File: src/common/pgu_config.svh
// ------------------
// Sizes and register map of the page attribute unit
// Table depth must equal 2**PGU_INDEX_W
// Priority bank count is fixed at two by the read mux
// ------------------
`ifndef PGU_CONFIG_SVH
`define PGU_CONFIG_SVH

// --------------------
// Table geometry
`define PGU_PAGES       1024    // Pages per table
`define PGU_INDEX_W     10      // Physical page index width
`define PGU_FRAME_W     20      // Page map frame field
`define PGU_PRIO_W      12      // Priority entry width
`define PGU_PRIO_BANKS  2       // Priority banks

// --------------------
// Host bus and register map
`define PGU_DATA_W      32      // Wishbone data width
`define PGU_ADDR_W      3       // Register number width
`define PGU_ACC_RO_BIT  2       // Read-only flag position in ACCESS word
`define PGU_ACC_INV_BIT 1       // Invalid flag position in ACCESS word

`endif

File: src/common/pgu_pkg.sv
// ------------------
// Shared types of the page attribute unit
// Widths follow pgu_config.svh
// ------------------
`include "pgu_config.svh"

package pgu_pkg;

    // --------------------
    // Page table payloads
    typedef logic [`PGU_INDEX_W-1:0] page_index_t;    // Page number
    typedef logic [`PGU_FRAME_W-1:0] page_frame_t;    // Page map entry
    typedef logic [`PGU_PRIO_W-1:0]  page_prio_t;     // Priority entry

    typedef struct packed {
        logic ro;                                      // Page is read only
        logic inv;                                     // Page is invalid
    } page_access_t;

    // Register numbers; address 7 is unmapped and reads zero
    typedef enum logic [`PGU_ADDR_W-1:0] {
        PGU_REG_INDEX  = 3'd0,
        PGU_REG_MAP    = 3'd1,
        PGU_REG_ACCESS = 3'd2,
        PGU_REG_REPRIO = 3'd3,
        PGU_REG_PRIO0  = 3'd4,
        PGU_REG_PRIO1  = 3'd5,
        PGU_REG_FILL   = 3'd6
    } pgu_reg_e;

    // --------------------
    // Wishbone classic
    typedef struct packed {
        logic                   cyc;
        logic                   stb;
        logic                   we;
        logic [`PGU_ADDR_W-1:0] adr;                   // Register number
        logic [`PGU_DATA_W-1:0] dat;
    } wb_req_t;

    typedef struct packed {
        logic                   ack;                   // One cycle per access
        logic [`PGU_DATA_W-1:0] dat;                   // Valid with ack
    } wb_rsp_t;

    // Command broadcast from the bus front end to every table
    typedef struct packed {
        page_index_t                index;             // Current page
        logic                       we_map;
        logic                       we_access;
        logic                       we_reprio;
        logic [`PGU_PRIO_BANKS-1:0] we_prio;           // One per bank
        logic [`PGU_DATA_W-1:0]     wdata;             // Raw bus word
    } table_cmd_t;

endpackage

File: src/rtl/page_unit/pgu_read_mux.sv
// ------------------
// Wishbone read data return
// Selected value is zero-extended; ACCESS uses bits 2 and 1
// Unmapped address 7 reads as zero
// ------------------
`timescale 1ns/1ps
`include "pgu_config.svh"

module pgu_read_mux (
    input  pgu_pkg::pgu_reg_e    i_rd_sel,                 // Registered, valid with ack
    input  pgu_pkg::page_index_t i_index,
    input  pgu_pkg::page_frame_t i_map,
    input  pgu_pkg::page_access_t i_access,
    input  logic                 i_reprio,
    input  pgu_pkg::page_prio_t  i_prio [`PGU_PRIO_BANKS],  // By bank number
    input  logic                 i_fill_busy,
    output logic [`PGU_DATA_W-1:0] o_dat
);

    always_comb begin
        o_dat = '0;                                         // Unused bits read zero
        case (i_rd_sel)
            pgu_pkg::PGU_REG_INDEX:  o_dat[`PGU_INDEX_W-1:0] = i_index;
            pgu_pkg::PGU_REG_MAP:    o_dat[`PGU_FRAME_W-1:0] = i_map;
            pgu_pkg::PGU_REG_ACCESS: begin
                o_dat[`PGU_ACC_RO_BIT]  = i_access.ro;      // Bit 0 stays zero
                o_dat[`PGU_ACC_INV_BIT] = i_access.inv;
            end
            pgu_pkg::PGU_REG_REPRIO: o_dat[0] = i_reprio;
            pgu_pkg::PGU_REG_PRIO0:  o_dat[`PGU_PRIO_W-1:0] = i_prio[0];
            pgu_pkg::PGU_REG_PRIO1:  o_dat[`PGU_PRIO_W-1:0] = i_prio[1];
            pgu_pkg::PGU_REG_FILL:   o_dat[0] = i_fill_busy;
            default:                 o_dat = '0;            // Address 7
        endcase
    end

endmodule

File: config.mk
export PLATFORM = sky130hd
export DESIGN_NAME = pgu_read_mux
export DESIGN_NICKNAME = d
export VERILOG_FILES = /design/src/common/pgu_pkg.sv /design/src/rtl/page_unit/pgu_read_mux.sv
export VERILOG_INCLUDE_DIRS = /design/src /design/src/common
export SDC_FILE = /design/constraint.sdc
export NUM_CORES = 1
export LEC_CHECK = 0
export BUFFER_PORTS_ARGS = -buffer_cell sky130_fd_sc_hd__buf_2
export CAP_MARGIN = 10
export CORE_MARGIN = 8
export CORE_UTILIZATION = 34
export DETAILED_ROUTE_END_ITERATION = 6
export PLACE_DENSITY = 0.91
export SLEW_MARGIN = 20
export SYNTH_ARGS = -nofsm -noshare
export SYNTH_HDL_FRONTEND = slang
export SYNTH_SLANG_ARGS = --single-unit
export TNS_END_PERCENT = 10
File: constraint.sdc
create_clock -name vclk -period 2.4
set_input_delay 0 -clock vclk [all_inputs]
set_output_delay 0 -clock vclk [all_outputs]
set_load 0.01 [all_outputs]
After elaboration in Yosys (flattened, before gate mapping)
Index checks and enable logic that the tools add are counted.
Widths: inputs -> output; s select.
{ "word_totals": {"register_bits": 0, "in_bits": 61, "out_inout_bits": 32, "word_cells": 12} }
{ "op_classes": {"n_eq_ne": 6, "muxes": 5, "n_reduce_logical": 1} }
{ "op_table": {"columns": ["cell", "n"], "rows": [
  ["$pmux 7 s4", 1],
  ["$pmux 2 s5", 1],
  ["$eq 3x3->1 const B", 3],
  ["$mux 8", 1],
  ["$eq 3x2->1 const B", 2],
  ["$pmux 1 s6", 1],
  ["$pmux 2 s3", 1],
  ["$eq 3x1->1 const B", 1],
  ["$logic_not 3->1", 1]
]} }

Longest topological paths before layout
Gate-level depths: netlist (run 1).
{ "logic_depth": {"depth_word": 2, "depth_mapped": 5, "mapped_depth_nobuf": 3} }

Least setup slack after synthesis (run 1)
No wires, ideal clock.
{ "synth_timing": {"path_type": "input to output", "from": "input port i_rd_sel[0]", "to": "output port o_dat[2]", "t_arrival_ps": 889, "t_required_ps": 2400, "path_slack_ps": 1511, "path_stages": 4, "path_buffers": 2, "path_cell_list": "buf_6 -> buf_8 -> mux2_4 -> a221o_1"} }
{ "synth_via": {"elab_chain_cells": 2, "elab_cells_between_ends": 6, "cone_classes": "eq/ne (4); mux (1); reduce/logical (1)"} }
{ "synth_lines": {"columns": ["item", "line", "text"], "rows": [
  ["start: declaration", "pgu_read_mux.sv:10", "input pgu_pkg::pgu_reg_e i_rd_sel,"],
  ["$eq 3x3->1 (tied with other cells)", "pgu_read_mux.sv:22", "case (i_rd_sel)"],
  ["$pmux 2 s5 (*)", "pgu_read_mux.sv:22", null],
  ["end: declaration", "pgu_read_mux.sv:17", "output logic [`PGU_DATA_W-1:0] o_dat"]
]} }
Every way passes the cells marked *; elsewhere a longest branch is shown, timed or not.

Worst setup path in the final report (run 1)
{ "layout_timing": {"from": "input port i_rd_sel[0]", "to": "output port o_dat[4]"} }
{ "layout_via": {"elab_chain_cells": 2, "elab_cells_between_ends": 5, "cone_classes": "eq/ne (3); mux (1); reduce/logical (1)"} }
{ "layout_lines": {"columns": ["item", "line"], "rows": [
  ["$eq 3x3->1 (tied with other cells)", "pgu_read_mux.sv:22"],
  ["$pmux 7 s4 (*)", "pgu_read_mux.sv:22"]
]} }
Marked as above.

==> results of run 1 <==
## synthesized netlist by cell type, drive strengths merged
master and instances:
a221o 1, mux2 4, clkbuf 1, nor2b 9, nand2 3, conb 1
a22oi 2, nand3 1, o2bb2ai 1, mux2i 4, or3 1, nor3 2
a211o 1, nor3b 2, buf 17, mux4 7, and2 8, nor2 2
## through the flow
stage / power [mW] / cell area [um2] / hold WS (ns) / util, % / instances
floorplan: 0.103 / 662 / 0.129 / - / 78
detailed placement: 0.155 / 963 / 0.290 / 55.8 / 166
CTS: 0.155 / 963 / 0.290 / 55.8 / 166
global route: 0.169 / 963 / 0.304 / 55.8 / 166
finish: 0.154 / 963 / 0.288 / 55.8 / 166
global placement: 0.152 / 963 / 0.286 / 55.8 / 166
## report_power, final
part | switching [mW] | internal [mW] | total [mW] | leakage [nW]
sequential | 0 | 0 | 0 | 0
clock | 0 | 0 | 0 | 0
combinational | 0.0665 | 0.0873 | 0.154 | 0.578
## worst max-delay path by stage
stage	slack [ns]	end	cells past startpoint	from
finish	1.16	o_dat[4]	4	i_rd_sel[0]
floorplan	1.51	o_dat[2]	4	i_rd_sel[0]
CTS	1.16	o_dat[5]	4	i_rd_sel[0]
global placement	1.20	o_dat[4]	4	i_rd_sel[0]
detailed placement	1.16	o_dat[5]	4	i_rd_sel[0]
global route	1.08	o_dat[4]	4	i_rd_sel[0]
## cells by family (layout without fill, tap and decap cells)
family	count (synthesis)	count (layout)
AND/OR/NAND/NOR	28	28
buffers and inverters	18	81
other	1	12
multiplexers	15	15
AO/OA/AOI/OAI	5	5
## layout by cell type (no fill, tap or decap)
master / synthesis / final
buf_2: 3 / 81
conb_1: 1 / 12
nor2b_1: 9 / 9
and2_1: 8 / 8
mux4_1: 7 / 7
mux2i_1: 4 / 4
mux2_2: 3 / 3
nand2_1: 3 / 3
a22oi_1: 2 / 2
nor2_1: 2 / 2
nor3_1: 2 / 2
nor3b_2: 1 / 1
or3_1: 1 / 1
nand3_1: 1 / 1
o2bb2ai_1: 1 / 1
nor3b_1: 1 / 1
a211o_1: 1 / 1
mux2_4: 1 / 1
a221o_1: 1 / 1
## routing by layer
layer	vias to the layer above	routed length (um)	global-route usage (%)	share of wire (%)
li1	373	-	-	-
met1	324	786	11.2	33
met2	57	1230	25.4	51
met3	2	384	6.74	16
met4	0	19	1.02	0.79
met5	-	0	0	0
## final cells by class
class | instances | area (um2) | area share, %
multi-input combinational | 60 | 527 | 54.7
timing repair buffer | 81 | 405 | 42.1
tap | 25 | 31.3 | 3.25
==> flow_summary.json, run 1 <==
{
  "start_util_pct": 35.9,
  "grt.overflow.total": 0,
  "n_fill_cell": 172,
  "fmax_ghz": 0.806,
  "leakage_nw": 0.578,
  "portBuffers": 81,
  "post_cts_buffers": 0,
  "crit_chain": "buf_2, mux4_1, nor2b_1, buf_2",
  "fin_crit_sh_pct": 51.7,
  "status": "finished clean",
  "seq_cells": 0,
  "n_clock_buffer": 0,
  "holdPathStages": 3,
  "synth.area.mux_share_pct": 44.0,
  "firstDrtPassIters": 4,
  "synth_fa_ha_area_share_pct": 0,
  "cpMostUsedCell": "buf_2",
  "synth_top_cell_area_share_pct": 29.6,
  "hold_violations": 0,
  "gr-usage-all-layers_pct": 12.7,
  "synth_xor_xnor_area_share_pct": 0,
  "critPathLaunchType": "input pin",
  "yosys.area.top_type": "mux4_1",
  "worst_path_largest_cell_delay_ns": 0.61,
  "die_y_um": 58.7,
  "finish.net_count": 204,
  "fp.coreArea_um2": 1730,
  "setup_slack_ns": 1.16,
  "slew_violations": 0,
  "fin_crit_ns": 1.24,
  "num_vias": 756,
  "cp.arrival_ns": 1.24,
  "tns_ns": 0,
  "rsz0062_at_grt": "no",
  "holdBufCountCts": 0,
  "viasPerCell": 4.55,
  "dr.first_iter.drc_count": 7,
  "drive_gt1_share_pct": 61.0,
  "synth_top_family_by_area": "multiplexers",
  "worstSetupPathType": "in2out",
  "cp_num_buf_inv": 2,
  "finalWirelength_um": 2420,
  "cts_resized": 0,
  "peakVddDrop_mv": 0.0843,
  "synth_compound_area_share_pct": 6.85,
  "crit_fanout": 18,
  "hold_path.class": "in2out",
  "end_kind": "output pin",
  "cp.required_ns": 2.40,
  "synth.distinct_cells": 23,
  "maxCapViolations": 0,
  "ant_nets": 0,
  "die_x_um": 58.7,
  "regArea_um2": 0,
  "area_growth_pct": 55.2,
  "powerDensity_nw_per_um2": 160,
  "finalSetupViolCount": 0,
  "syn_area_per_cell_um2": 9.26,
  "synth_warnings": 0,
  "yosysSeqAreaShare_pct": 0,
  "place_congestion": 0.786,
  "grt_pass1_wl_um": 3630,
  "grt_pass1_vias": 856,
  "rows": 15,
  "netlist_area_um2": 621,
  "worstHoldEndpoint": "o_dat[12]",
  "grt_max_degree": 19,
  "wire_per_inst_um": 14.6,
  "drc": 0,
  "antenna_found_initial": 0,
  "ys_top_cells_by_area": "mux4_1, buf_4, nor2b_1, and2_1, mux2i_1",
  "hp-start": "i_map[12]",
  "syn_inst": 67,
  "yosys.area_share.simple_pct": 26.8,
  "die_area_um2": 3450,
  "slowest_stage": "mux4_1",
  "dp_slack_ns": 1.16,
  "antenna_cells": 0,
  "pin_count": 93,
  "cp_top_family": "multiplexers"
}
Power figures use the tool's default switching activity.
==> inputs of run 2 (changes only) <==
- CORE_UTILIZATION: 34 -> 31
- PLACE_DENSITY: 0.91 -> 0.84
- clock period: 2.4 -> 1.3 ns (I/O delays scaled with it)
==> run 2 against run 1 <==
- highest routed layer unchanged
- largest cell class unchanged
- count of clock-buffer cells in the layout is the same
- global-route usage increased by 0.24 points
- via count down 0.79%
- combinational power up 88%
==> flow_summary.json, run 2 (synthesized netlist as in run 1, its figures left out) <==
{
  "status": "finished clean",
  "holdBufCountCts": 0,
  "die_y_um": 60.7,
  "cp.required_ns": 1.30,
  "die_x_um": 60.7,
  "maxCapViolations": 0,
  "fmax_ghz": 0.826,
  "drive_gt1_share_pct": 61.3,
  "crit_fanout": 15,
  "grt_pass1_vias": 868,
  "pwr-share-clk_pct": 0,
  "finish.net_count": 205,
  "hold_violations": 0,
  "fin_crit_sh_pct": 93.1,
  "cts_resized": 0,
  "antenna_found_initial": 0,
  "peakVddDrop_mv": 0.186,
  "rsz0062_at_grt": "no",
  "num_vias": 750,
  "post_cts_buffers": 0,
  "grt_max_degree": 18,
  "rows": 16,
  "ant_nets": 0,
  "fp.coreArea_um2": 1920,
  "start_util_pct": 32.3,
  "slew_violations": 0,
  "pwr-share-seq_pct": 0,
  "seq_cells": 0,
  "multiInputGateArea_um2": 527,
  "viasPerCell": 4.44,
  "pin_count": 93,
  "power_frac_comb_pct": 100.0,
  "n_fill_cell": 196,
  "hold_path.class": "in2out",
  "critPathLaunchType": "input pin",
  "p_int_mw": 0.163,
  "powerDensity_nw_per_um2": 297,
  "finalWirelength_um": 2510,
  "leakage_nw": 0.582,
  "finalSetupViolCount": 0,
  "die_area_um2": 3690,
  "layout_common_cells": "buf_2, conb_1, nor2b_1",
  "netSwitchingFraction_pct": 43.5,
  "area_growth_pct": 56.9,
  "fin_crit_ns": 1.21,
  "n_clock_buffer": 0,
  "wire_per_inst_um": 14.9,
  "antenna_cells": 0,
  "final_common_cell": "buf_2",
  "worstSetupPathType": "in2out",
  "place_congestion": 0.768,
  "place_hpwl_um": 2330,
  "dr.first_iter.drc_count": 6,
  "regArea_um2": 0,
  "firstDrtPassIters": 3,
  "end_kind": "output pin",
  "grt.overflow.total": 0,
  "tns_ns": 0,
  "gr-usage-all-layers_pct": 13.0,
  "p_sw_mw": 0.126,
  "cp.arrival_ns": 1.21,
  "drc": 0,
  "portBuffers": 81,
  "grt_pass1_wl_um": 3750,
  "fin_util_pct": 50.7
}
==> run 2: cell count changes in the layout (fill, tap and decap cells not counted) <==
cell	change
buf_4	+1
==> run 2: power groups by stage <==
stage | clock network (mW) | logic (mW) | registers, mW
after CTS | 0 | 0.292 | 0
after floorplan | 0 | 0.190 | 0
after global routing | 0 | 0.317 | 0
after detailed placement | 0 | 0.291 | 0
after global placement | 0 | 0.285 | 0
final | 0 | 0.289 | 0
==> run 2: worst max-delay path: stages <==
cell,delay [ns]
buf_2,0.29
mux4_1,0.61
nor2b_1,0.16
buf_2,0.15
==> run 2: per-layer routing <==
metal	vias to the layer above	GRT usage [%]	share of wire [%]
li1	375	-	-
met1	316	11.4	31
met2	57	25.9	51
met3	2	6.99	18
met4	0	0.997	0.76
met5	-	0	0
==> run 2: final timing paths <==
path | from | endpoint | slack [ns] | cells past startpoint
setup / recovery | i_rd_sel[0] | o_dat[5] | 0.09 | 4
hold / removal | i_map[18] | o_dat[18] | 0.29 | 3
==> run 2: stage by stage <==
stage	cell area, um2	hold slack (ns)	cells	setup slack, ns	total power [mW]
detailed placement	973	0.288	169	0.0947	0.291
finish	973	0.286	169	0.0894	0.289
floorplan	662	0.129	78	0.411	0.190
global route	973	0.306	169	0.0362	0.317
CTS	973	0.288	169	0.0875	0.292
global placement	973	0.289	169	0.135	0.285
==> run 2: final cells by class <==
cell class                 count  area share [%]
tap                           27            3.47
timing repair buffer          82            42.4
multi-input combinational     60            54.1
==> inputs of run 3 (changes only) <==
--- a/config.mk
+++ b/config.mk
@@ -10,6 +10,8 @@
 export CAP_MARGIN = 10
+export CELL_PAD_IN_SITES_DETAIL_PLACEMENT = 1
+export CELL_PAD_IN_SITES_GLOBAL_PLACEMENT = 2
 export CORE_MARGIN = 8
-export CORE_UTILIZATION = 31
+export CORE_UTILIZATION = 13
 export DETAILED_ROUTE_END_ITERATION = 6
-export PLACE_DENSITY = 0.84
+export PLACE_DENSITY_LB_ADDON = 0.1
 export SLEW_MARGIN = 20
==> constraint.sdc (replaced) <==
create_clock -name vclk -period 1.3
set_input_delay 0.26 -clock vclk [all_inputs]
set_output_delay 0.26 -clock vclk [all_outputs]
set_load 0.01 [all_outputs]
==> run 3 against run 2 <==
- the flow now finishes with violations (setup timing)
- final cell count grew 22%
- global-route usage down 5.5 points
- count of clock-buffer cells in the layout did not move
- non-clock buffer count grew 10
- core utilization decreased by 26 points
- sequential share of layout area is the same
- flip-flop and latch count stayed put
- worst hold slack better by 0.52 ns
- power up 19%
==> flow_summary.json, run 3 (synthesized netlist as in run 1, its figures left out) <==
{
  "status": "finished with violations",
  "violations": "setup timing",
  "slowest_stage": "a221o_1",
  "power_frac_comb_pct": 100.0,
  "rows": 25,
  "area_growth_pct": 82.7,
  "dp_cells": 205,
  "p_int_mw": 0.205,
  "rsz0062_at_grt": "yes",
  "critPathLaunchType": "input pin",
  "tns_ns": -1.34,
  "n_clock_buffer": 0,
  "finish.net_count": 215,
  "wire_per_inst_um": 14.3,
  "cp_top_family": "buffers and inverters",
  "seq_cells": 0,
  "crit_cells": 5,
  "dpl_cell_area_um2": 1090,
  "drive_gt1_share_pct": 69.1,
  "finalSetupViolCount": 20,
  "grt_pass1_wl_um": 4570,
  "cp.required_ns": 1.04,
  "die_x_um": 85.1,
  "pin_count": 93,
  "cp_num_buf_inv": 3,
  "grt_max_degree": 9,
  "antenna_found_initial": 0,
  "grt_pass1_vias": 963,
  "place_congestion": 0.685,
  "end_kind": "output pin",
  "portBuffers": 81,
  "holdPathStages": 3,
  "fin_util_pct": 24.3,
  "setup_slack_ns": -0.148,
  "layout_common_cells": "buf_2, conb_1, nor2b_1, and2_1, buf_4",
  "crit_chain": "buf_12, buf_6, mux2_4, a221o_1, buf_2",
  "die_area_um2": 7240,
  "antenna_cells": 0,
  "finalWirelength_um": 2950,
  "power_mw": 0.344,
  "firstDrtPassIters": 3,
  "holdWs_ns": 0.808,
  "crit_fanout": 5,
  "fmax_ghz": 0.691,
  "grt.overflow.total": 0,
  "cp.arrival_ns": 1.19,
  "pwr-share-seq_pct": 0,
  "fin_area_um2": 1130,
  "hold_path.class": "in2out",
  "leakage_nw": 0.634,
  "worst_path_largest_cell_delay_ns": 0.29,
  "die_y_um": 85.1,
  "powerDensity_nw_per_um2": 303,
  "worstSetupPathType": "in2out",
  "num_vias": 807,
  "place_hpwl_um": 2630,
  "post_cts_buffers": 0,
  "slew_violations": 0,
  "fp.coreArea_um2": 4660,
  "start_util_pct": 13.3,
  "dr.first_iter.drc_count": 22,
  "dp_slack_ns": -0.357,
  "fin_crit_sh_pct": 111,
  "peakVddDrop_mv": 0.0993,
  "regArea_um2": 0,
  "maxCapViolations": 0,
  "hold_violations": 0,
  "viasPerCell": 3.92,
  "p_sw_mw": 0.139,
  "fin_crit_ns": 1.45,
  "drc": 0,
  "pwr-share-clk_pct": 0,
  "final_common_cell": "buf_2",
  "netSwitchingFraction_pct": 40.3,
  "gr-usage-all-layers_pct": 7.44,
  "holdBufCountCts": 0,
  "final_cells": 206,
  "ant_nets": 0
}
-- run 3: changes by cell type in the layout (fill, tap and decap cells not counted), sizes merged --
cell,change
buf,+10
-- run 3: layout make-up --
cell class | instances | area [um2]
fillers | 583 | 3530
repair buffers | 92 | 546
multi-input cells | 60 | 520
well taps | 54 | 67.6
-- run 3: repair_timing --
item                       in CTS  in global routing
cloned                          1                  0
setup endpoints to repair      20                 20
pin swaps                       4                  1
resized for setup              15                  1
-- run 3: power groups by stage --
| stage | Sequential [mW] | Combinational (mW) | Clock, mW |
|---|---|---|---|
| 3_5_place_dp | 0 | 0.320 | 0 |
| 6_report | 0 | 0.344 | 0 |
| 2_1_floorplan | 0 | 0.193 | 0 |
| 4_1_cts | 0 | 0.349 | 0 |
| 3_3_place_gp | 0 | 0.317 | 0 |
| 5_1_grt | 0 | 0.377 | 0 |
-- run 3: tightest hold or removal path, cell delays in order --
cell and delay (ns):
buf_2 0.07, and2_1 0.10, buf_2 0.12
-- run 3: metal layers --
layer,track usage (%),part of all wire [%],up-vias
met4,0,0,0
met1,7.76,37,365
met3,3.38,13,0
li1,-,-,389
met5,0,0,-
met2,14.0,50,53
-- run 3: final timing paths --
kind | to | from
max | o_dat[2] | i_rd_sel[0]
min | o_dat[19] | i_map[19]
