**src/common/pgu_config.svh**
```systemverilog
// ------------------
// Sizes and register map of the page attribute unit
// Table depth must equal 2**PGU_INDEX_W
// Priority bank count is fixed at two by the read mux
// ------------------
`ifndef PGU_CONFIG_SVH
`define PGU_CONFIG_SVH

// --------------------
// Table geometry
`define PGU_PAGES       1024    // Pages per table
`define PGU_INDEX_W     10      // Physical page index width
`define PGU_FRAME_W     20      // Page map frame field
`define PGU_PRIO_W      12      // Priority entry width
`define PGU_PRIO_BANKS  2       // Priority banks

// --------------------
// Host bus and register map
`define PGU_DATA_W      32      // Wishbone data width
`define PGU_ADDR_W      3       // Register number width
`define PGU_ACC_RO_BIT  2       // Read-only flag position in ACCESS word
`define PGU_ACC_INV_BIT 1       // Invalid flag position in ACCESS word

`endif

```
**src/common/pgu_pkg.sv**
```systemverilog
// ------------------
// Shared types of the page attribute unit
// Widths follow pgu_config.svh
// ------------------
`include "pgu_config.svh"

package pgu_pkg;

    // --------------------
    // Page table payloads
    typedef logic [`PGU_INDEX_W-1:0] page_index_t;    // Page number
    typedef logic [`PGU_FRAME_W-1:0] page_frame_t;    // Page map entry
    typedef logic [`PGU_PRIO_W-1:0]  page_prio_t;     // Priority entry

    typedef struct packed {
        logic ro;                                      // Page is read only
        logic inv;                                     // Page is invalid
    } page_access_t;

    // Register numbers; address 7 is unmapped and reads zero
    typedef enum logic [`PGU_ADDR_W-1:0] {
        PGU_REG_INDEX  = 3'd0,
        PGU_REG_MAP    = 3'd1,
        PGU_REG_ACCESS = 3'd2,
        PGU_REG_REPRIO = 3'd3,
        PGU_REG_PRIO0  = 3'd4,
        PGU_REG_PRIO1  = 3'd5,
        PGU_REG_FILL   = 3'd6
    } pgu_reg_e;

    // --------------------
    // Wishbone classic
    typedef struct packed {
        logic                   cyc;
        logic                   stb;
        logic                   we;
        logic [`PGU_ADDR_W-1:0] adr;                   // Register number
        logic [`PGU_DATA_W-1:0] dat;
    } wb_req_t;

    typedef struct packed {
        logic                   ack;                   // One cycle per access
        logic [`PGU_DATA_W-1:0] dat;                   // Valid with ack
    } wb_rsp_t;

    // Command broadcast from the bus front end to every table
    typedef struct packed {
        page_index_t                index;             // Current page
        logic                       we_map;
        logic                       we_access;
        logic                       we_reprio;
        logic [`PGU_PRIO_BANKS-1:0] we_prio;           // One per bank
        logic [`PGU_DATA_W-1:0]     wdata;             // Raw bus word
    } table_cmd_t;

endpackage

```
**src/rtl/page_unit/pgu_bus_frontend.sv**
```systemverilog
// ------------------
// Wishbone classic slave front end
// Ack comes one cycle after a sampled access, never two in a row
// REPRIO accesses wait out a fill plus one idle cycle
// Index register changes only on an acknowledged write
// ------------------
`timescale 1ns/1ps
`include "pgu_config.svh"

module pgu_bus_frontend (
    input  logic                clk,
    input  logic                reset,
    input  pgu_pkg::wb_req_t    i_wb,
    input  logic                i_fill_busy,
    output pgu_pkg::table_cmd_t o_cmd,
    output logic                o_fill_start,
    output logic                o_ack,
    output pgu_pkg::pgu_reg_e   o_rd_sel
);

    pgu_pkg::page_index_t index_q;      // Physical page index register
    logic                 busy_q;       // Busy one cycle ago
    logic                 is_reprio;
    logic                 stall;
    logic                 take;         // Access sampled this cycle
    logic                 wr_take;

    // --------------------
    // Access qualification
    assign is_reprio = (i_wb.adr == pgu_pkg::PGU_REG_REPRIO);
    assign stall     = is_reprio & (i_fill_busy | busy_q);  // Hold off until busy low a cycle
    assign take      = i_wb.cyc & i_wb.stb & ~o_ack & ~stall;
    assign wr_take   = take & i_wb.we;

    // --------------------
    // Table commands, issued in the sampling cycle
    always_comb begin
        o_cmd.index     = index_q;
        o_cmd.wdata     = i_wb.dat;                          // Tables keep their low bits
        o_cmd.we_map    = wr_take & (i_wb.adr == pgu_pkg::PGU_REG_MAP);
        o_cmd.we_access = wr_take & (i_wb.adr == pgu_pkg::PGU_REG_ACCESS);
        o_cmd.we_reprio = wr_take & is_reprio;
        for (int b = 0; b < `PGU_PRIO_BANKS; b++) begin
            // Banks sit on consecutive register numbers
            o_cmd.we_prio[b] = wr_take & (i_wb.adr == (pgu_pkg::PGU_REG_PRIO0 + b));
        end
    end

    // --------------------
    // Handshake, read select and fill start
    always_ff @(posedge clk) begin
        if (reset) begin
            o_ack        <= 1'b0;
            busy_q       <= 1'b0;
            o_fill_start <= 1'b0;
            o_rd_sel     <= pgu_pkg::PGU_REG_INDEX;
        end else begin
            o_ack  <= take;                                  // Single-cycle ack
            busy_q <= i_fill_busy;
            // Start pulse lands in the ack cycle, busy follows a cycle later
            o_fill_start <= wr_take & (i_wb.adr == pgu_pkg::PGU_REG_FILL)
                            & i_wb.dat[0] & ~i_fill_busy;
            if (take) begin
                // Address 7 passes through and decodes to zero in the read mux
                o_rd_sel <= pgu_pkg::pgu_reg_e'(i_wb.adr);
            end
        end
    end

    // Index register
    always_ff @(posedge clk) begin
        if (reset) begin
            index_q <= '0;
        end else if (wr_take && i_wb.adr == pgu_pkg::PGU_REG_INDEX) begin
            index_q <= i_wb.dat[`PGU_INDEX_W-1:0];           // Keep 10 bits
        end
    end

endmodule

```
**config.mk**
```make
export PLATFORM = sky130hd
export DESIGN_NAME = pgu_bus_frontend
export DESIGN_NICKNAME = d
export VERILOG_FILES = /design/src/common/pgu_pkg.sv /design/src/rtl/page_unit/pgu_bus_frontend.sv
export VERILOG_INCLUDE_DIRS = /design/src /design/src/common
export SDC_FILE = /design/constraint.sdc
export NUM_CORES = 1
export LEC_CHECK = 0
export BUFFER_PORTS_ARGS = -buffer_cell sky130_fd_sc_hd__clkbuf_2
export CORE_MARGIN = 3
export CORE_UTILIZATION = 38
export DETAILED_ROUTE_END_ITERATION = 16
export PLACE_DENSITY = 0.84
export RECOVER_POWER = 100
export SETUP_SLACK_MARGIN = 0.5
export SYNTH_ARGS = -nofsm -noshare
export SYNTH_HDL_FRONTEND = slang
export SYNTH_SLANG_ARGS = --single-unit
```
**constraint.sdc**
```tcl
create_clock -name clk -period 3.85 [get_ports clk]
set_clock_uncertainty 0.2 [all_clocks]
set_input_delay 0.77 -clock clk [delete_from_list [all_inputs] [get_ports clk]]
set_output_delay 0.77 -clock clk [all_outputs]
set_load 0.005 [all_outputs]
```
Word level (Yosys, flattened, before mapping)
Index checks and enable logic that the tools add are counted.
{"block": "totals", "mem_bits_rw": 0, "output_inout_bits": 52, "word_cells": 30, "latch_bits": 0, "n_memories": 0, "regBits": 16, "mem_bits_ro": 0}
{"block": "classes", "n_shift": 0, "reduce_logical": 2, "div": 0, "magnitude_cmp": 0, "muxes": 0, "n_eq_ne": 6, "n_bitwise": 17, "n_mul": 0, "addsub": 0}
{"operator": "1-bit bitwise AND", "n": 13}
{"operator": "3-bit equality test, second input constant", "n": 3}
{"operator": "3-bit by 2-bit equality test with 1-bit output, second input constant", "n": 2}
{"operator": "3-bit by 1-bit equality test with 1-bit output, second input constant", "n": 1}
{"operator": "3-bit zero test", "n": 1}
{"operator": "1-bit NOT", "n": 3}
{"operator": "1-bit logical AND", "n": 1}
{"operator": "1-bit bitwise OR", "n": 1}

Depth between registers and ports, before layout
Gate-level depths: netlist of the first run.
{"block": "depth", "word_depth": 8, "ltp_mapped": 4, "ltp_nobuf": 3}

Least setup slack after synthesis of the first run
No wires, ideal clock.
{"block": "synth_timing", "path_type": "input to output", "from": "input i_wb[32] (netlist bit)", "to": "output o_cmd[34] (netlist bit)", "required_ns": 2.880, "path_buffers": 0, "path_stages": 3, "path_slack_ns": 1.639, "t_arrival_ns": 1.241, "cell_sequence": "nor2b_1 > nand2_1 > nor3_1"}
{"item": "start, declared", "line_no": "pgu_bus_frontend.sv:13", "text": "input pgu_pkg::wb_req_t i_wb,"}
{"item": "end, declared", "line_no": "pgu_bus_frontend.sv:15", "text": "output pgu_pkg::table_cmd_t o_cmd,"}

==> results.cfg, run 1 <==
[finish]
fin_cells = 155
area_delta_synth_final_pct = 0.5250
nFillCells = 264
finish.utilization_pct = 41.72
num_antenna_cells = 0
final_layout_size_suffix_gt1_share_pct = 25.98
fin_nets = 169

[worst_setup_path]
r2r-start = o_ack
crit_path_end_kind = output port
required_ns = 2.88
worstPathArrival_ns = 1.69
worst_setup_path_start_kind = input pin
path_cells = clkbuf_1, nand3b_1, nor4b_1, clkbuf_2
cpPeakStageDelay_ns = 0.37
path_class = input pin to output port
path_max_fanout = 10
critPathLaunch = i_wb[36]
cpMaxStageDelayCell = nor4b_1

[floorplan]
die-width_um = 56.09
die_h_um = 56.09
start_util_pct = 41.50
io_pins = 93
dieArea_um2 = 3146
floorplan.rows = 17
core_area_um2 = 2297

[grt]
grt_antenna_before_repair = 0
grt_usage_pct = 13.08
grt_start_max_net_pins = 23
grt_pass1_wl_um = 3374
grt.overflow.total = 0
first_global_vias = 768

[pwr]
p_leak_uw = 0.0003923
peakVddDrop_mv = 0.1664
p_total_uw = 318.7
power_density_nw_per_um2 = 332.6

[clock_tree]
cts_resized = 0
holdBufCountCts = 0
cts.sinks = 16
clk_latency_ns = 0.27
htreeDepth = 1
cts_buffers = 3
clock-root-buffer = clkbuf_4
tritoncts = built
clockBufferDepth = 2
clk_pin_slew_ns = 0.09
cts_setup_buffers = 0

[drt]
drt_iter0_markers = 25
first_pass_iters = 4
vias_per_cell = 4.794
drcViolationCount = 0
wire_per_inst_um = 12.98
antenna_left = 0
wirelength_um = 2012
via_count = 743

[sta]
whs_ns = 0.2596
min_period_ns = 2.662
slew_headroom_pct = 6.147
setup_tns_ns = 0
slew_viol_final = 0
timing.fmax_mhz = 375.7
setup_viol = 0
fin_crit_sh_pct = 69.14
worstMarginPinSlew_ns = 1.396
rsz0062_at_grt = false
hold_viol = 0

[logic_synthesis]
yosysWarnings = 0
synth_fp_nets = 151
syn_area_um2 = 953.4
seq_area_frac_synth_pct = 33.60
synthCells = 110
synth_cell_types = 23
ys_ff_latch = 16
syn_avg_cell_area_um2 = 8.667

[placement]
gp_congestion = 0.9481
place_hpwl_um = 1605
dp_cells = 151
port_buffers = 48

[worst_hold_path]
hold_start = index_q[3]
min-delay-path-class = flop to flop

[outcome]
status = complete, no violations

[job]
maxCapViolCount = 0
[synth_stat cells, drive strengths merged]
library cell  instances  area share (%)
a211oi                1            0.79
a21oi                 2             1.0
a221oi                1            0.92
and2                  1            0.66
buf                  33              26
clkbuf                2            0.79
dfxtp                16              34
inv                   2            0.79
mux2i                10              10
nand2                25             9.8
nand2b                1            0.66
nand3b                1             2.1
nand4b                1            0.92
nor2                  2            0.79
nor2b                 2             1.3
nor3                  3             1.6
nor4                  3             3.5
nor4b                 1            0.92
o21a                  1            0.79
o221a                 1             1.2
o32ai                 1            0.92
[state kept, by name, summed over array words and instances (netlist names)]
| register | cells |
|---|---|
| busy_q | 1 |
| index_q | 10 |
| o_ack | 1 |
| o_fill_start | 1 |
| o_rd_sel | 3 |
[cell type report]
type	count	area [um^2]	area share, %
Inverter	2	7.507	0.7833
Tap cell	28	35.03	3.655
Clock buffer	4	36.28	3.786
Timing Repair Buffer	48	214.0	22.32
Sequential cell	16	320.3	33.42
Multi-Input combinational cell	57	345.3	36.03
[where the power goes]
part	internal [uW]	total, uW	switching [uW]
Sequential	169	171	1.89
Combinational	16.6	40.4	23.8
Clock	57.5	108	50.2
[per-stage QoR]
| stage | setup slack, ns | cell area (um^2) |
|---|---|---|
| after floorplan | 1.639 | 953.4 |
| after global placement | 1.361 | 969.7 |
| after detailed placement | 1.288 | 969.7 |
| after CTS | 1.276 | 1006 |
| after global routing | 0.9101 | 958.4 |
| final | 1.188 | 958.4 |
[layout by cell type, fill, tap and decap left out]
cell type and n:
o32ai_1 1, inv_1 2, mux2i_1 10, a211oi_1 1, and2_0 1, o221a_2 1, nand2b_1 1, nor4_2 1
nor2b_1 2, nand4b_1 1, nor3_1 3, clkbuf_8 1, clkbuf_4 3, clkbuf_2 27, nand2_1 25, nor4b_1 1
a221oi_1 1, o21a_1 1, clkbuf_1 21, nor4_1 2, nor2_1 2, dfxtp_1 16, nand3b_1 1, a21oi_1 2
[routing by layer]
metal	global-route usage (%)	part of all wire (%)
met1	13.57	38
met2	22.20	49
met5	0	0
met3	5.336	13
met4	7.119	0.45
[cell families (layout without fill, tap and decap cells)]
logic type             after synthesis  count (layout)  share of synthesized area (%)
flip-flops                          16              16                          33.60
AND/OR/NAND/NOR                     40              40                          22.31
AO/OA/AOI/OAI                        7               7                          5.644
buffers and inverters               37              54                          27.95
multiplexers                        10              10                          10.50
[path summary, 6_finish.rpt]
kind,end,slack [ns],cells after the start
max,o_cmd[33],1.19,4
min,index_q[3],0.26,2
max reg2reg,index_q[8],1.41,3
min reg2reg,index_q[3],0.26,2
[worst max-delay path, delay by kind of cell]
family                 cells  cell delay [ns]
AND/OR/NAND/NOR            2             0.66
buffers and inverters      2             0.26
Power figures use the tool's default switching activity.
==> run 2, diff against run 1 <==
--- a/config.mk
+++ b/config.mk
@@ -6,11 +6,12 @@
 export SDC_FILE = /design/constraint.sdc
 export NUM_CORES = 1
 export LEC_CHECK = 0
+export ABC_AREA = 1
 export BUFFER_PORTS_ARGS = -buffer_cell sky130_fd_sc_hd__clkbuf_2
 export CORE_MARGIN = 3
-export CORE_UTILIZATION = 38
+export CORE_UTILIZATION = 37
 export DETAILED_ROUTE_END_ITERATION = 16
-export PLACE_DENSITY = 0.84
+export PLACE_DENSITY = 0.79
 export RECOVER_POWER = 100
 export SETUP_SLACK_MARGIN = 0.5
 export SYNTH_ARGS = -nofsm -noshare
==> constraint.sdc (replaced) <==
create_clock -name clk -period 2.5 [get_ports clk]
set_clock_uncertainty 0.2 [all_clocks]
set_input_delay 0.5 -clock clk [delete_from_list [all_inputs] [get_ports clk]]
set_output_delay 0.5 -clock clk [all_outputs]
set_load 0.005 [all_outputs]
==> run 2 against run 1 <==
Non-clock buffer count grew 6. Flip-flop and latch count unchanged. Die area is 12% higher. Global-route usage decreased by 1.1 points. Worst hold slack worse by 0.015 ns. Cell count rose by 33%. Setup slack worse by 0.81 ns. Combinational power grew 140%. Utilization up 2.0 points. First-iteration DRC count up 12%. Cell area is 18% higher. Critical path type is now flop to output port. Critical endpoint is now o_cmd[34]. Largest cell class unchanged.
==> results.cfg, run 2 <==
[logic_synthesis]
yosys-top-cells-count = 34 x nor2_1, 32 x buf_4, 20 x nand2_1, 17 x inv_1, 16 x dfxtp_1
synth_largest_area_cell = dfxtp_1
synth_flop_cell = dfxtp_1
yosysWarnings = 0
synth_top_area_share_pct = 30.55
ys_top_cells_by_area = dfxtp_1 31%, buf_4 23%, nor2_1 12%
yosys.cell_count.top_type = nor2_1
ys_ff_latch = 16
async_flop_share_pct = 0
syn_avg_cell_area_um2 = 6.944
synth_fp_nets = 192
syn_area_um2 = 1049
synthCells = 151
synth_cell_types = 18
seq_area_frac_synth_pct = 30.55
synth_edf_count = 0

[worst_setup_path]
path_delay_family = simple AND/OR/NAND/NOR gates
reg2reg_slack_ns = 0.84
crit_path_end_kind = output port
required_ns = 1.80
worst_setup_path_start_kind = flop
worstPathArrival_ns = 1.42
crit_buf_inv = 2
path_cells = nor2_4, nand2_1, nand2_1, nand3_1, inv_1, clkbuf_2
cp_common_cell = nand2_1
cpPeakStageDelay_ns = 0.35
path_class = flop to output port
path_max_fanout = 4
cpMaxStageDelayCell = dfxtp_1

[floorplan]
die_h_um = 59.24
start_util_pct = 40.48
die-width_um = 59.24
core_area_um2 = 2590
floorplan.rows = 18
io_pins = 93
dieArea_um2 = 3509

[finish]
num_antenna_cells = 0
final_common_cell = nor2_1
area_delta_synth_final_pct = 7.875
top_register = index_q
final_cell_mix = 34 x nor2_1, 31 x clkbuf_2, 21 x nand2_1
fin_nets = 218
finish.utilization_pct = 43.67
final_layout_size_suffix_gt1_share_pct = 30.11
layout_top_registers = index_q: 10 flops, o_rd_sel: 3 flops
largest_reg_flops = 10

[pwr]
peakVddDrop_mv = 0.3494
power_density_nw_per_um2 = 468.4
p_leak_uw = 0.0005943

[clock_tree]
clockBufferDepth = 2
clk_pin_slew_ns = 0.09
clock-root-buffer = clkbuf_4
clk_latency_ns = 0.28
holdBufCountCts = 0
htreeDepth = 1
cts_buffers = 3
cts.sinks = 16
tritoncts = built

[drt]
dr_wl_met3_um = 164
first_pass_iters = 4
wirelength_um = 2120
drt_iter0_markers = 28
vias_per_cell = 4.369
wl_met2_um = 993
drcViolationCount = 0
via_count = 900
wire_per_inst_um = 10.29
top_layer = met4
antenna_left = 0
wl_met1_um = 931

[placement]
gp_congestion = 0.8029
place_hpwl_um = 1543
port_buffers = 48

[grt]
grt_antenna_before_repair = 0
grt.overflow.total = 0
grt_usage_pct = 11.94
grt_pass1_wl_um = 3256
first_global_vias = 791
grt_start_max_net_pins = 13

[sta]
fin_crit_sh_pct = 84.76
min_period_ns = 2.119
setup_viol = 0
timing.fmax_mhz = 471.9
slew_viol_final = 0
slew_headroom_pct = 57.69
worstMarginPinSlew_ns = 0.6324
rsz0062_at_grt = true
whs_ns = 0.2446
setup_tns_ns = 0
hold_viol = 0

[worst_hold_path]
min-delay-path-class = input pin to flop

[outcome]
status = complete, no violations

[job]
maxCapViolCount = 0
## run 2: cell count changes after synthesis, sizes merged, moves of 2 or more
cell	previous run	this run
nor2	2	38
nand3	0	15
nor3	3	0
nor4	3	0
inv	2	19
nor2b	2	0
mux2i	10	0
clkbuf	2	0
## run 2: repair_timing
item,4_1_cts,5_1_grt
gates resized for setup,2,10
pin swaps,3,5
buffers inserted,3,3
setup endpoints to repair,3,4
cloned,0,0
## run 2: report_power, final
| part | internal (uW) | total [uW] | switching, uW |
|---|---|---|---|
| logic | 40.1 | 95.6 | 55.4 |
| registers | 262 | 266 | 4.13 |
| clock network | 88.5 | 168 | 79.6 |
## run 2: area by class of cell
class	instances	area, um^2
well taps	30	37.54
inverters	19	71.32
multi-input cells	83	400.4
repair buffers	54	265.3
clock buffers	4	36.28
fillers	293	1459
flip-flops and latches	16	320.3
## run 2: kinds of logic after synthesis
group,synth area share [%]
AND/OR/NAND/NOR,38.31
buffers and inverters,30.19
AO/OA/AOI/OAI,0.9547
flip-flops,30.55
## run 2: through the flow
stage          cells  total power, uW  cell area (um^2)  worst slack (ns)
2_1_floorplan    151            359.3              1049            0.7272
3_3_place_gp     196            363.0              1081            0.5018
3_5_place_dp     196            363.8              1081            0.4725
4_1_cts          203            541.7              1147            0.5184
5_1_grt          206            562.3              1131            0.2355
6_report         206            529.8              1131            0.3811
## run 2: path summary, 6_finish.rpt
check                            startpoint           to  depth (start not counted)
worst max-delay path                  o_ack    o_cmd[34]                          6
worst min-delay path                  reset       busy_q                          2
worst max register to register       busy_q   index_q[1]                          8
worst min register to register  o_rd_sel[2]  o_rd_sel[2]                          2
## run 2: worst reg2reg max path, delay by kind of cell (launching register included)
kind	cells	cell delay, ns
buffers and inverters	2	0.17
DFF	1	0.32
and+or+nand+nor	6	0.92
## run 2: per-layer routing
layer,vias to the layer above,GRT usage [%]
met5,-,0
met4,0,2.589
met3,6,4.793
met2,28,20.59
met1,389,13.77
li1,477,-
==> run 3, diff against run 2 <==
--- a/config.mk
+++ b/config.mk
@@ -6,12 +6,12 @@
 export SDC_FILE = /design/constraint.sdc
 export NUM_CORES = 1
 export LEC_CHECK = 0
-export ABC_AREA = 1
+export ABC_AREA = 0
 export BUFFER_PORTS_ARGS = -buffer_cell sky130_fd_sc_hd__clkbuf_2
 export CORE_MARGIN = 3
-export CORE_UTILIZATION = 37
+export CORE_UTILIZATION = 36
 export DETAILED_ROUTE_END_ITERATION = 16
-export PLACE_DENSITY = 0.79
+export PLACE_DENSITY = 0.8
 export RECOVER_POWER = 100
 export SETUP_SLACK_MARGIN = 0.5
 export SYNTH_ARGS = -nofsm -noshare
==> constraint.sdc (replaced) <==
create_clock -name clk -period 2.06 [get_ports clk]
set_clock_uncertainty 0.2 [all_clocks]
set_input_delay 0.412 -clock clk [delete_from_list [all_inputs] [get_ports clk]]
set_output_delay 0.412 -clock clk [all_outputs]
set_load 0.005 [all_outputs]
==> run 3 against run 2 <==
Routed wire length up 6.3%. Via count down 11%. Sequential share of layout area up 2.2 points. Non-clock buffer count up 1. Count of clock-buffer cells in the layout unchanged. Highest routed layer unchanged. Register-to-register slack worse by 0.47 ns. Flip-flop and latch count unchanged. Clock power up 23%.
==> results.cfg, run 3 (synthesis results as in run 1) <==
[pwr]
power_density_nw_per_um2 = 588.3
p_leak_uw = 0.0004531
peakVddDrop_mv = 0.2862

[outcome]
status = complete, no violations

[finish]
seq_area_um2 = 320.3
multi_input_area_um2 = 391.6
layout_top_registers = index_q: 10 flops, o_rd_sel: 3 flops
fin_nets = 176
nFillCells = 269
final_layout_size_suffix_gt1_share_pct = 32.84
area_delta_synth_final_pct = 10.11
largest_reg_flops = 10
top_register = index_q
final_common_cell = clkbuf_2
finish.utilization_pct = 41.99
final_cell_mix = 28 x clkbuf_2, 24 x nand2_1, 21 x clkbuf_1
num_antenna_cells = 0

[worst_setup_path]
reg2reg_slack_ns = 0.37
cpMaxStageDelayCell = dfxtp_1
path_max_fanout = 5
r2r-start = o_ack
worstPathArrival_ns = 1.19
path_class = flop to output port
cpPeakStageDelay_ns = 0.33
path_cells = nand3b_4, nor4b_4, clkbuf_2
r2r_end = index_q[8]
r2r_cells = 5
crit_path_end_kind = output port
worst_setup_path_start_kind = flop
required_ns = 1.45

[sta]
setup_tns_ns = 0
slew_viol_final = 0
timing.fmax_mhz = 556.0
setup_viol = 0
fin_crit_sh_pct = 87.31
rsz0062_at_grt = true
worstMarginPinSlew_ns = 0.5895
hold_viol = 0
slew_headroom_pct = 60.66
min_period_ns = 1.798

[drt]
first_pass_iters = 4
wire_per_inst_um = 13.74
drcViolationCount = 0
vias_per_cell = 4.872
wirelength_um = 2253
antenna_left = 0
drt_iter0_markers = 33
via_count = 799

[grt]
top_usage_layer = met2
grt_usage_pct = 12.79
grt_util_met3_pct = 3.167
grt_antenna_before_repair = 0
use_met2_pct = 24.84
grt.overflow.total = 0
grt_start_max_net_pins = 23
grt_use_met1_pct = 11.34
grt_pass1_wl_um = 3360
first_global_vias = 801

[clock_tree]
clock-root-buffer = clkbuf_4
cts_buffers = 3
clk_latency_ns = 0.28
holdBufCountCts = 0
cts.sinks = 16
clk_pin_slew_ns = 0.10
clockBufferDepth = 2
tritoncts = built
htreeDepth = 1

[floorplan]
core_area_um2 = 2500
start_util_pct = 38.14
dieArea_um2 = 3302
die_h_um = 57.46
io_pins = 93
floorplan.rows = 18
die-width_um = 57.46

[placement]
gp_congestion = 0.9307
port_buffers = 48
place_hpwl_um = 1665

[worst_hold_path]
hold_start = reset
min_path_cells = 2
min-delay-path-class = input pin to flop
hold_end = busy_q

[job]
maxCapViolCount = 0
[run 3: final cells by class]
cell class | count | share of cell area (%)
Multi-Input combinational cell | 57 | 37.31
Sequential cell | 16 | 30.51
Inverter | 2 | 0.7151
Timing Repair Buffer | 55 | 24.43
Tap cell | 30 | 3.576
Clock buffer | 4 | 3.456
[run 3: per-stage QoR]
step | worst slack (ns) | instance area [um^2] | instances | hold slack (ns) | power (uW)
5_1_grt | 0.1636 | 1050 | 164 | 0.1550 | 647.5
2_1_floorplan | 0.5655 | 953.4 | 110 | 0.2511 | 409.5
3_3_place_gp | 0.2909 | 979.7 | 154 | 0.2428 | 406.1
3_5_place_dp | 0.2322 | 979.7 | 154 | 0.2512 | 410.0
4_1_cts | 0.2424 | 1055 | 161 | 0.1419 | 623.8
6_report | 0.2615 | 1050 | 164 | 0.1467 | 617.6
[run 3: report_power, final]
part	leakage (uW)	internal, uW	switching (uW)
clock network	0.0000210	107	99.4
registers	0.000130	316	3.71
logic	0.000302	39.6	51.8
[run 3: worst max-delay path: cells and delay by family, from the launching register on]
kind	cells	cell delay (ns)
buffers and inverters	1	0.16
AND/OR/NAND/NOR	2	0.43
flip-flops	1	0.33
[run 3: layer usage]
layer | vias to the layer above | part of all wire [%]
li1 | 384 | -
met3 | 20 | 9.9
met4 | 0 | 5.6
met5 | - | 0
met1 | 345 | 33
met2 | 50 | 51
[run 3: worst max-delay path by stage]
| stage | endpoint | cells past startpoint | startpoint |
|---|---|---|---|
| finish | o_cmd[33] | 3 | o_ack |
| global route | o_cmd[33] | 3 | o_ack |
| CTS | o_cmd[34] | 3 | o_ack |
| detailed placement | o_cmd[34] | 5 | i_wb[32] |
| global placement | o_cmd[34] | 5 | i_wb[32] |
| floorplan | o_cmd[34] | 3 | i_wb[32] |
[run 3: repair_timing]
item / in CTS / in global routing
endpoints found under the setup margin: 5 / 15
resized for setup: 4 / 14
pin swaps: 1 / 3
setup buffers: 3 / 2
cloned: 0 / 1
